`config.mk`:
```
export PLATFORM = sky130hd
export DESIGN_NAME = armController
export DESIGN_NICKNAME = d
export VERILOG_FILES = /design/src/hw/armCtrlPkg.sv /design/src/hw/armController.sv /design/src/hw/condUnit.sv /design/src/hw/executeStage.sv /design/src/hw/instrDecoder.sv /design/src/hw/memWbStage.sv
export SDC_FILE = /design/constraint.sdc
export NUM_CORES = 1
export LEC_CHECK = 0
export BUFFER_PORTS_ARGS = -buffer_cell sky130_fd_sc_hd__buf_2
export CAP_MARGIN = 20
export CORE_MARGIN = 4
export CORE_UTILIZATION = 47
export CTS_BUF_LIST = sky130_fd_sc_hd__clkbuf_16
export CTS_CLUSTER_DIAMETER = 200
export DETAILED_ROUTE_END_ITERATION = 12
export GPL_TIMING_DRIVEN = 0
export PLACE_DENSITY_LB_ADDON = 0.12
export SLEW_MARGIN = 20
export SYNTH_ARGS = -nofsm -noshare
export SYNTH_HDL_FRONTEND = slang
export SYNTH_SLANG_ARGS = --single-unit
```
`constraint.sdc`:
```
create_clock -name clk -period 2.07 [get_ports clk]
set_clock_uncertainty 0.1 [all_clocks]
set_input_delay 0.1035 -clock clk [delete_from_list [all_inputs] [get_ports clk]]
set_output_delay 0.1035 -clock clk [all_outputs]
set_load 0.005 [all_outputs]
```
`src/hw/armCtrlPkg.sv`:
```
`default_nettype none

package armCtrlPkg;

  // ======================================
  // Instruction field positions
  // ======================================
  localparam int CondMsb  = 31;  // Condition field
  localparam int CondLsb  = 28;
  localparam int OpMsb    = 27;  // Instruction class bits
  localparam int OpLsb    = 26;
  localparam int IBit     = 25;  // Immediate / register offset select
  localparam int DpOpMsb  = 24;  // Data-processing opcode
  localparam int DpOpLsb  = 21;
  localparam int UBit     = 23;  // Add or subtract offset
  localparam int BBit     = 22;  // Byte access
  localparam int LBit     = 20;  // Load when set
  localparam int SBit     = 20;  // Set flags, same bit as L
  localparam int RdMsb    = 15;  // Destination register
  localparam int RdLsb    = 12;
  localparam int UndefBit = 4;   // Set with I in the memory space is undefined

  localparam logic [3:0] PcReg = 4'd15;
  localparam int WordLanes = 4;  // Byte lanes in a 32-bit word

  // ======================================
  // Encodings
  // ======================================
  typedef enum logic [3:0] {
    AluAnd, AluEor, AluSub, AluRsb, AluAdd, AluAdc, AluSbc, AluRsc,
    AluTst, AluTeq, AluCmp, AluCmn, AluOrr, AluMov, AluBic, AluMvn
  } aluOp_e;

  typedef enum logic [3:0] {
    CondEq, CondNe, CondCs, CondCc, CondMi, CondPl, CondVs, CondVc,
    CondHi, CondLs, CondGe, CondLt, CondGt, CondLe, CondAl, CondNv
  } cond_e;

  typedef enum logic [1:0] {
    ClassDataProc, ClassMemAccess, ClassBranch, ClassNoOp
  } instrClass_e;

  // ======================================
  // Control bundles
  // ======================================
  typedef struct packed {
    logic n;
    logic z;
    logic c;
    logic v;
  } flags_t;

  typedef struct packed {
    cond_e      cond;
    aluOp_e     aluControl;
    logic       aluSrc;
    logic       regWrite;
    logic       memWrite;
    logic       memtoReg;
    logic       branch;
    logic       pcSrc;
    logic [1:0] flagWrite;   // Bit 1 for N and Z, bit 0 for C and V
    logic       byteAccess;
  } decodeCtrl_t;

  typedef struct packed {
    logic                 memWrite;
    logic                 memtoReg;
    logic                 regWrite;
    logic                 pcSrc;
    logic [WordLanes-1:0] byteMask;
  } memCtrl_t;

  typedef struct packed {
    logic memtoReg;
    logic regWrite;
    logic pcSrc;
  } wbCtrl_t;

endpackage

`default_nettype wire

```
`src/hw/armController.sv`:
```
`timescale 1ns/1ps
`default_nettype none

module armController (
  input  logic                             clk,
  input  logic                             rst,
  // Datapath side
  input  logic [31:0]                      InstrD,
  input  armCtrlPkg::flags_t               ALUFlagsE,
  input  logic [1:0]                       ALUResultLowE,
  // Hazard unit
  input  logic                             StallE,
  input  logic                             FlushE,
  input  logic                             StallM,
  input  logic                             FlushM,
  input  logic                             StallW,
  input  logic                             FlushW,
  // Decode selects
  output logic [1:0]                       RegSrcD,
  output logic [1:0]                       ImmSrcD,
  output logic                             ALUSrcD,
  // Execute
  output armCtrlPkg::aluOp_e               ALUControlE,
  output logic                             ALUSrcE,
  output logic                             BranchTakenE,
  output armCtrlPkg::flags_t               FlagsE,
  // Memory
  output logic                             MemWriteM,
  output logic                             MemtoRegM,
  output logic                             RegWriteM,
  output logic [armCtrlPkg::WordLanes-1:0] ByteMaskM,
  // Writeback
  output logic                             MemtoRegW,
  output logic                             RegWriteW,
  output logic                             PCSrcW
);
  import armCtrlPkg::*;

  decodeCtrl_t decodeCtrl;   // Decode bundle into E
  memCtrl_t    memCtrl;      // Condition-gated bundle into M

  instrDecoder instrDecoder_i (
    .InstrD     (InstrD),
    .RegSrcD    (RegSrcD),
    .ImmSrcD    (ImmSrcD),
    .ALUSrcD    (ALUSrcD),
    .decodeCtrl (decodeCtrl)
  );

  executeStage executeStage_i (
    .clk           (clk),
    .rst           (rst),
    .StallE        (StallE),
    .FlushE        (FlushE),
    .decodeCtrl    (decodeCtrl),
    .ALUFlagsE     (ALUFlagsE),
    .ALUResultLowE (ALUResultLowE),
    .ALUControlE   (ALUControlE),
    .ALUSrcE       (ALUSrcE),
    .BranchTakenE  (BranchTakenE),
    .FlagsE        (FlagsE),
    .memCtrl       (memCtrl)
  );

  memWbStage memWbStage_i (
    .clk       (clk),
    .rst       (rst),
    .StallM    (StallM),
    .FlushM    (FlushM),
    .StallW    (StallW),
    .FlushW    (FlushW),
    .memCtrl   (memCtrl),
    .MemWriteM (MemWriteM),
    .MemtoRegM (MemtoRegM),
    .RegWriteM (RegWriteM),
    .ByteMaskM (ByteMaskM),
    .MemtoRegW (MemtoRegW),
    .RegWriteW (RegWriteW),
    .PCSrcW    (PCSrcW)
  );

endmodule

`default_nettype wire

```
`src/hw/condUnit.sv`:
```
`timescale 1ns/1ps
`default_nettype none

module condUnit (
  input  armCtrlPkg::cond_e  cond,        // Condition field of the instruction in E
  input  armCtrlPkg::flags_t flags,       // Current flags register
  input  armCtrlPkg::flags_t aluFlags,    // Flags from this instruction's ALU result
  input  logic [1:0]         flagWrite,   // Bit 1 for N and Z, bit 0 for C and V
  output logic               condEx,      // Instruction passes its condition
  output armCtrlPkg::flags_t nextFlags    // Flags value if the write happens
);
  import armCtrlPkg::*;

  logic signedGe;   // N equals V

  assign signedGe = (flags.n == flags.v);

  // ======================================
  // Condition check
  // ======================================
  always_comb begin
    case (cond)
      CondEq: condEx = flags.z;
      CondNe: condEx = ~flags.z;
      CondCs: condEx = flags.c;                  // Unsigned higher or same
      CondCc: condEx = ~flags.c;
      CondMi: condEx = flags.n;
      CondPl: condEx = ~flags.n;
      CondVs: condEx = flags.v;
      CondVc: condEx = ~flags.v;
      CondHi: condEx = flags.c & ~flags.z;       // Unsigned higher
      CondLs: condEx = ~flags.c | flags.z;
      CondGe: condEx = signedGe;
      CondLt: condEx = ~signedGe;
      CondGt: condEx = ~flags.z & signedGe;
      CondLe: condEx = flags.z | ~signedGe;
      CondAl: condEx = 1'b1;
      CondNv: condEx = 1'b0;                     // Never
      default: condEx = 1'b0;
    endcase
  end

  // ======================================
  // Next flags
  // ======================================
  // Each pair updates on its own enable, otherwise keeps the register value
  always_comb begin
    nextFlags = flags;
    if (flagWrite[1]) begin
      nextFlags.n = aluFlags.n;
      nextFlags.z = aluFlags.z;
    end
    if (flagWrite[0]) begin
      nextFlags.c = aluFlags.c;
      nextFlags.v = aluFlags.v;
    end
  end

endmodule

`default_nettype wire

```
`src/hw/executeStage.sv`:
```
`timescale 1ns/1ps
`default_nettype none

module executeStage (
  input  logic                    clk,
  input  logic                    rst,
  input  logic                    StallE,
  input  logic                    FlushE,
  input  armCtrlPkg::decodeCtrl_t decodeCtrl,
  input  armCtrlPkg::flags_t      ALUFlagsE,
  input  logic [1:0]              ALUResultLowE,   // Byte offset of the address
  output armCtrlPkg::aluOp_e      ALUControlE,
  output logic                    ALUSrcE,
  output logic                    BranchTakenE,
  output armCtrlPkg::flags_t      FlagsE,
  output armCtrlPkg::memCtrl_t    memCtrl          // Gated controls into Memory
);
  import armCtrlPkg::*;

  decodeCtrl_t          ctrlE;       // D to E stage register
  flags_t               flagsReg;
  flags_t               nextFlags;
  logic                 condEx;
  logic                 memAccess;
  logic [WordLanes-1:0] byteMask;

  // ======================================
  // Stage and flags registers
  // ======================================
  always_ff @(posedge clk) begin
    if (rst) begin
      ctrlE <= '0;
    end else if (!StallE) begin
      ctrlE <= FlushE ? '0 : decodeCtrl;   // Flush inserts a bubble
    end
  end

  // Written only by a passing flag-setting instruction as it leaves E
  always_ff @(posedge clk) begin
    if (rst) begin
      flagsReg <= '0;
    end else if (!StallE && condEx && (ctrlE.flagWrite != 2'b00)) begin
      flagsReg <= nextFlags;
    end
  end

  condUnit condUnit_i (
    .cond      (ctrlE.cond),
    .flags     (flagsReg),
    .aluFlags  (ALUFlagsE),
    .flagWrite (ctrlE.flagWrite),
    .condEx    (condEx),
    .nextFlags (nextFlags)
  );

  assign FlagsE       = flagsReg;
  assign ALUControlE  = ctrlE.aluControl;
  assign ALUSrcE      = ctrlE.aluSrc;
  assign BranchTakenE = ctrlE.branch & condEx;

  // ======================================
  // Byte mask
  // ======================================
  assign memAccess = (ctrlE.memWrite | ctrlE.memtoReg) & condEx;

  always_comb begin
    if (!memAccess) begin
      byteMask = '0;
    end else if (ctrlE.byteAccess) begin
      byteMask = {{(WordLanes-1){1'b0}}, 1'b1} << ALUResultLowE;   // One lane
    end else begin
      byteMask = '1;                                                // Whole word
    end
  end

  // Every side effect gated by the condition
  assign memCtrl.memWrite = ctrlE.memWrite & condEx;
  assign memCtrl.memtoReg = ctrlE.memtoReg & condEx;
  assign memCtrl.regWrite = ctrlE.regWrite & condEx;
  assign memCtrl.pcSrc    = ctrlE.pcSrc & condEx;
  assign memCtrl.byteMask = byteMask;

endmodule

`default_nettype wire

```
`src/hw/instrDecoder.sv`:
```
`timescale 1ns/1ps
`default_nettype none

module instrDecoder (
  input  logic [31:0]             InstrD,
  output logic [1:0]              RegSrcD,     // Register read port selects
  output logic [1:0]              ImmSrcD,     // Immediate extension format
  output logic                    ALUSrcD,     // Immediate as ALU operand B
  output armCtrlPkg::decodeCtrl_t decodeCtrl   // Bundle registered into Execute
);
  import armCtrlPkg::*;

  instrClass_e instrClass;
  aluOp_e      dpOpcode;
  logic        iBit;
  logic        uBit;
  logic        bBit;
  logic        lBit;
  logic        sBit;
  logic        arithOp;     // Opcode produces C and V from the adder
  logic        compareOp;   // TST, TEQ, CMP, CMN write no register
  logic        rdIsPc;

  // ======================================
  // Field extraction
  // ======================================
  assign iBit     = InstrD[IBit];
  assign uBit     = InstrD[UBit];
  assign bBit     = InstrD[BBit];
  assign lBit     = InstrD[LBit];
  assign sBit     = InstrD[SBit];
  assign dpOpcode = aluOp_e'(InstrD[DpOpMsb:DpOpLsb]);
  assign rdIsPc   = (InstrD[RdMsb:RdLsb] == PcReg);

  assign arithOp   = dpOpcode inside {AluSub, AluRsb, AluAdd, AluAdc,
                                      AluSbc, AluRsc, AluCmp, AluCmn};
  assign compareOp = dpOpcode inside {AluTst, AluTeq, AluCmp, AluCmn};

  // Instruction class from the op bits
  always_comb begin
    case (InstrD[OpMsb:OpLsb])
      2'b00: instrClass = ClassDataProc;
      2'b01: begin
        // Register offset with bit 4 set is the undefined space
        if (iBit && InstrD[UndefBit]) begin
          instrClass = ClassNoOp;
        end else begin
          instrClass = ClassMemAccess;
        end
      end
      2'b10: instrClass = ClassBranch;
      default: instrClass = ClassNoOp;   // SWI and coprocessor space
    endcase
  end

  // ======================================
  // Main control generation
  // ======================================
  always_comb begin
    decodeCtrl            = '0;
    decodeCtrl.cond       = cond_e'(InstrD[CondMsb:CondLsb]);
    decodeCtrl.aluControl = AluAdd;      // Address and target adds
    RegSrcD               = 2'b00;
    ImmSrcD               = 2'b00;
    ALUSrcD               = 1'b0;

    case (instrClass)
      ClassDataProc: begin
        ALUSrcD               = iBit;    // Rotated 8-bit immediate
        decodeCtrl.aluControl = dpOpcode;
        decodeCtrl.regWrite   = ~compareOp;
        // Logical ops leave C and V alone
        decodeCtrl.flagWrite  = {sBit, sBit & arithOp};
      end
      ClassMemAccess: begin
        RegSrcD               = {~lBit, 1'b0};   // Stores read Rd as data
        ImmSrcD               = 2'b01;           // 12-bit offset
        ALUSrcD               = ~iBit;           // I clear means immediate offset
        decodeCtrl.aluControl = uBit ? AluAdd : AluSub;
        decodeCtrl.memWrite   = ~lBit;
        decodeCtrl.memtoReg   = lBit;
        decodeCtrl.regWrite   = lBit;
        decodeCtrl.byteAccess = bBit;
      end
      ClassBranch: begin
        RegSrcD           = 2'b01;       // PC as operand A
        ImmSrcD           = 2'b10;       // 24-bit word offset
        ALUSrcD           = 1'b1;
        decodeCtrl.branch = 1'b1;
      end
      default: begin
        // Undefined and SWI never execute
        decodeCtrl.cond = CondNv;
      end
    endcase

    decodeCtrl.aluSrc = ALUSrcD;
    // Any write to R15 redirects fetch
    decodeCtrl.pcSrc  = decodeCtrl.branch | (decodeCtrl.regWrite & rdIsPc);
  end

endmodule

`default_nettype wire

```
`src/hw/memWbStage.sv`:
```
`timescale 1ns/1ps
`default_nettype none

module memWbStage (
  input  logic                                 clk,
  input  logic                                 rst,
  input  logic                                 StallM,
  input  logic                                 FlushM,
  input  logic                                 StallW,
  input  logic                                 FlushW,
  input  armCtrlPkg::memCtrl_t                 memCtrl,     // Gated controls from E
  output logic                                 MemWriteM,
  output logic                                 MemtoRegM,
  output logic                                 RegWriteM,
  output logic [armCtrlPkg::WordLanes-1:0]     ByteMaskM,
  output logic                                 MemtoRegW,
  output logic                                 RegWriteW,
  output logic                                 PCSrcW
);
  import armCtrlPkg::*;

  memCtrl_t ctrlM;    // E to M stage register
  wbCtrl_t  wbNext;   // Subset that survives into Writeback
  wbCtrl_t  ctrlW;    // M to W stage register

  // ======================================
  // Memory stage
  // ======================================
  always_ff @(posedge clk) begin
    if (rst) begin
      ctrlM <= '0;
    end else if (!StallM) begin
      ctrlM <= FlushM ? '0 : memCtrl;
    end
  end

  assign MemWriteM = ctrlM.memWrite;
  assign MemtoRegM = ctrlM.memtoReg;
  assign RegWriteM = ctrlM.regWrite;
  assign ByteMaskM = ctrlM.byteMask;

  // Mask and store enable end in M
  assign wbNext.memtoReg = ctrlM.memtoReg;
  assign wbNext.regWrite = ctrlM.regWrite;
  assign wbNext.pcSrc    = ctrlM.pcSrc;

  // ======================================
  // Writeback stage
  // ======================================
  always_ff @(posedge clk) begin
    if (rst) begin
      ctrlW <= '0;
    end else if (!StallW) begin
      ctrlW <= FlushW ? '0 : wbNext;   // Keeps loading while M is held
    end
  end

  assign MemtoRegW = ctrlW.memtoReg;
  assign RegWriteW = ctrlW.regWrite;
  assign PCSrcW    = ctrlW.pcSrc;      // Redirect fetch from the result

endmodule

`default_nettype wire

```
==> flow_metrics.env <==
export IMPL_status="finished, final reports clean"
export IMPL_yosys_top_cells_count="dfxtp_1 (32), nor2_1 (23), nand2_1 (17)"
export IMPL_vias=1537
export IMPL_synth_largest_area_cell="dfxtp_1"
export IMPL_crit_slowest_cell="dfxtp_4"
export IMPL_grt_ovfl_total=0
export IMPL_die_w_um=67.2
export IMPL_ys_async_sr_fraction=0
export IMPL_period_needed_ps=1980
export IMPL_setup_tns_ps=0
export IMPL_synth_area_leaders="dfxtp_1 (39%), nor2_1 (5.2%), a21oi_1 (4.6%), mux2i_1 (4.3%), buf_4 (4.1%)"
export IMPL_core_region_area_um2=3360
export IMPL_htree_levels=2
export IMPL_worst_slew_pin_slew_ps=783
export IMPL_fmax_mhz=504
export IMPL_critPathKind="reg2out"
export IMPL_synth_nets=236
export IMPL_yosysWarnings=0
export IMPL_yosysSeqAreaShare=0.389
export IMPL_clk_latency_ps=270
export IMPL_syn_area_um2=1650
export IMPL_grt_pass1_wl_um=6360
export IMPL_worstPathArrival_ps=1780
export IMPL_p_leak_nw=0.969
export IMPL_clk_path_buf_depth=2
export IMPL_initial_core_util=0.489
export IMPL_grt_max_degree=11
export IMPL_synthCells=190
export IMPL_syn_area_per_cell_um2=8.66
export IMPL_cts_buffers=5
export IMPL_die_height_um=67.2
export IMPL_powerDensity_nw_per_um2=721
export IMPL_drv_slew=0
export IMPL_crit_path_end_kind="output pin"
export IMPL_diodes=0
export IMPL_clk_transition_reported_paths_ps=50
export IMPL_yosysUniqueCellTypes=37
export IMPL_cts_sinks=32
export IMPL_ioPinCount=71
export IMPL_drtIter0Drc=44
export IMPL_reg2reg_slack_ps=100
export IMPL_drive_gt1_frac=0.335
export IMPL_maxCapViolations=0
export IMPL_postRouteAntennaNets=0
export IMPL_synth_most_common_cell="dfxtp_1"
export IMPL_fp_dieArea_um2=4510
export IMPL_power_w=0.00162
export IMPL_grt_pass1_vias=1440
export IMPL_critPathRequiredTime_ps=1870
export IMPL_finalCritPeriodShare=0.959
export IMPL_grt_use_total=0.187
export IMPL_place_gp_congestion=0.729
export IMPL_vias_per_cell=5.02
export IMPL_ir_drop_uv=516
export IMPL_drt_pass1_iterations=4
export IMPL_drc=0
export IMPL_cts_root_buffer="clkbuf_16"
export IMPL_synthToLayoutAreaGrowth_pct=37.0
export IMPL_layout_nets=305
export IMPL_cts_tree="yes"
export IMPL_synth_top_cell_area_share=0.389
export IMPL_dp_hpwl_um=2740
export IMPL_wl_um=3800
export IMPL_rsz0062_at_grt="yes"
export IMPL_hold_class="in2reg"
export IMPL_crit_buf_inv=3
export IMPL_hold_violations=0
export IMPL_num_rows=21
export IMPL_portBuffers=52
export IMPL_synth_seq_cells=32
export IMPL_synthFlopType="dfxtp_1"
export IMPL_setup_viol=0
export IMPL_wire_per_inst_um=12.4
export IMPL_crit_chain="buf_4 -> buf_4 -> xor2_1 -> and3_1 -> nor4_4 -> nor3b_2 -> buf_2"
export IMPL_relSlewSlack=0.473
export IMPL_cp_top_family="simple AND/OR/NAND/NOR gates"
export IMPL_cpPeakStageDelay_ps=340
export IMPL_antenna_found_initial=0
export IMPL_crit_path_start_kind="flop"
export IMPL_cpMostUsedCell="buf_4"
export IMPL_synth_edf_count=0
export IMPL_worstPathMaxFanout=3
==> registers in the layout, summed over array words and instances, names as in the netlist, 4 cells and up <==
name	cells
memWbStage_i.ByteMaskM	4
executeStage_i.FlagsE	4
executeStage_i.ctrlE	12
executeStage_i.ALUControlE	4
==> area by class of cell <==
type	instances	area, um^2
buffer	18	105
clock buffer	5	125
clock inverter	3	38.8
fill	329	1110
inverter	9	33.8
multi-input combinational	131	892
sequential	32	649
tap	46	57.6
timing repair buffer	62	352
==> report_power, final <==
part | switching, W | total [W] | leakage (nW) | internal (W)
Sequential | 0.00000658 | 0.000634 | 0.261 | 0.000627
Combinational | 0.0000961 | 0.000180 | 0.623 | 0.0000835
Clock | 0.000251 | 0.000811 | 0.0850 | 0.000560
==> timing repair <==
item,in CTS,in global routing
setup buffers,1,4
cloned,0,0
pin swaps,3,5
endpoints found under the hold margin,5,0
hold buffers,5,0
setup endpoints to repair,1,13
resized for setup,0,10
==> worst min-delay path: cells and delay by family <==
kind / cells / cell delay [ps]
buffers and inverters: 1 / 100
AND/OR/NAND/NOR: 1 / 70
AO/OA/AOI/OAI: 1 / 60
==> placed cells by master, fill, tap and decap left out, drive strengths merged, types with 2 or more instances in the layout <==
cell type,n
a211oi,2
a21oi,15
a22o,5
a22oi,7
buf,66
clkbuf,14
dfxtp,32
dlygate4sd3,5
inv,10
mux2i,7
nand2,17
nand2b,9
nor2,23
nor2b,4
nor3,2
nor3b,4
nor4,3
nor4b,2
o21ai,6
or3,8
xnor2,3
xor2,2
==> path summary, 6_finish.rpt <==
path,endpoint,startpoint,cells after the start
setup / recovery,BranchTakenE,executeStage_i.ctrlE[14]$_SDFFE_PP0N_,7
hold / removal,executeStage_i.ALUControlE[3]$_SDFFE_PP0N_,InstrD[24],3
setup reg to reg,executeStage_i.FlagsE[1]$_SDFFE_PP0P_,executeStage_i.ctrlE[14]$_SDFFE_PP0N_,6
hold reg to reg,memWbStage_i.MemWriteM$_SDFFE_PP0N_,memWbStage_i.MemWriteM$_SDFFE_PP0N_,2
==> logic make-up (layout without fill, tap and decap cells) <==
logic type      Yosys count  count (layout)  synth area share
simple gates             77              77             0.281
compound gates           42              42             0.177
flops                    32              32             0.389
buf+inv                  27              97            0.0829
mux                       7               7            0.0426
xor+xnor                  5               5            0.0266
==> per-layer routing <==
metal	up-vias	wire length, um	part of all wire	GRT usage
met2	46	1770	0.46	0.301
met3	5	233	0.061	0.0666
met4	0	52	0.014	0.0684
met5	-	0	0	0
li1	797	-	-	-
met1	689	1750	0.46	0.230
==> stage by stage <==
step | std cells | utilization | cell area [um^2] | setup WS [ps] | hold WS, ps
global placement | 288 | 0.584 | 1960 | 70.0 | 247
global route | 306 | 0.670 | 2250 | -38.8 | 35.9
floorplan | 190 | - | 1650 | 220 | 138
CTS | 302 | 0.650 | 2180 | -4.53 | 6.05
detailed placement | 288 | 0.584 | 1960 | 79.6 | 243
finish | 306 | 0.670 | 2250 | 85.6 | 5.18
No activity file was read; power rests on OpenSTA's default activity.
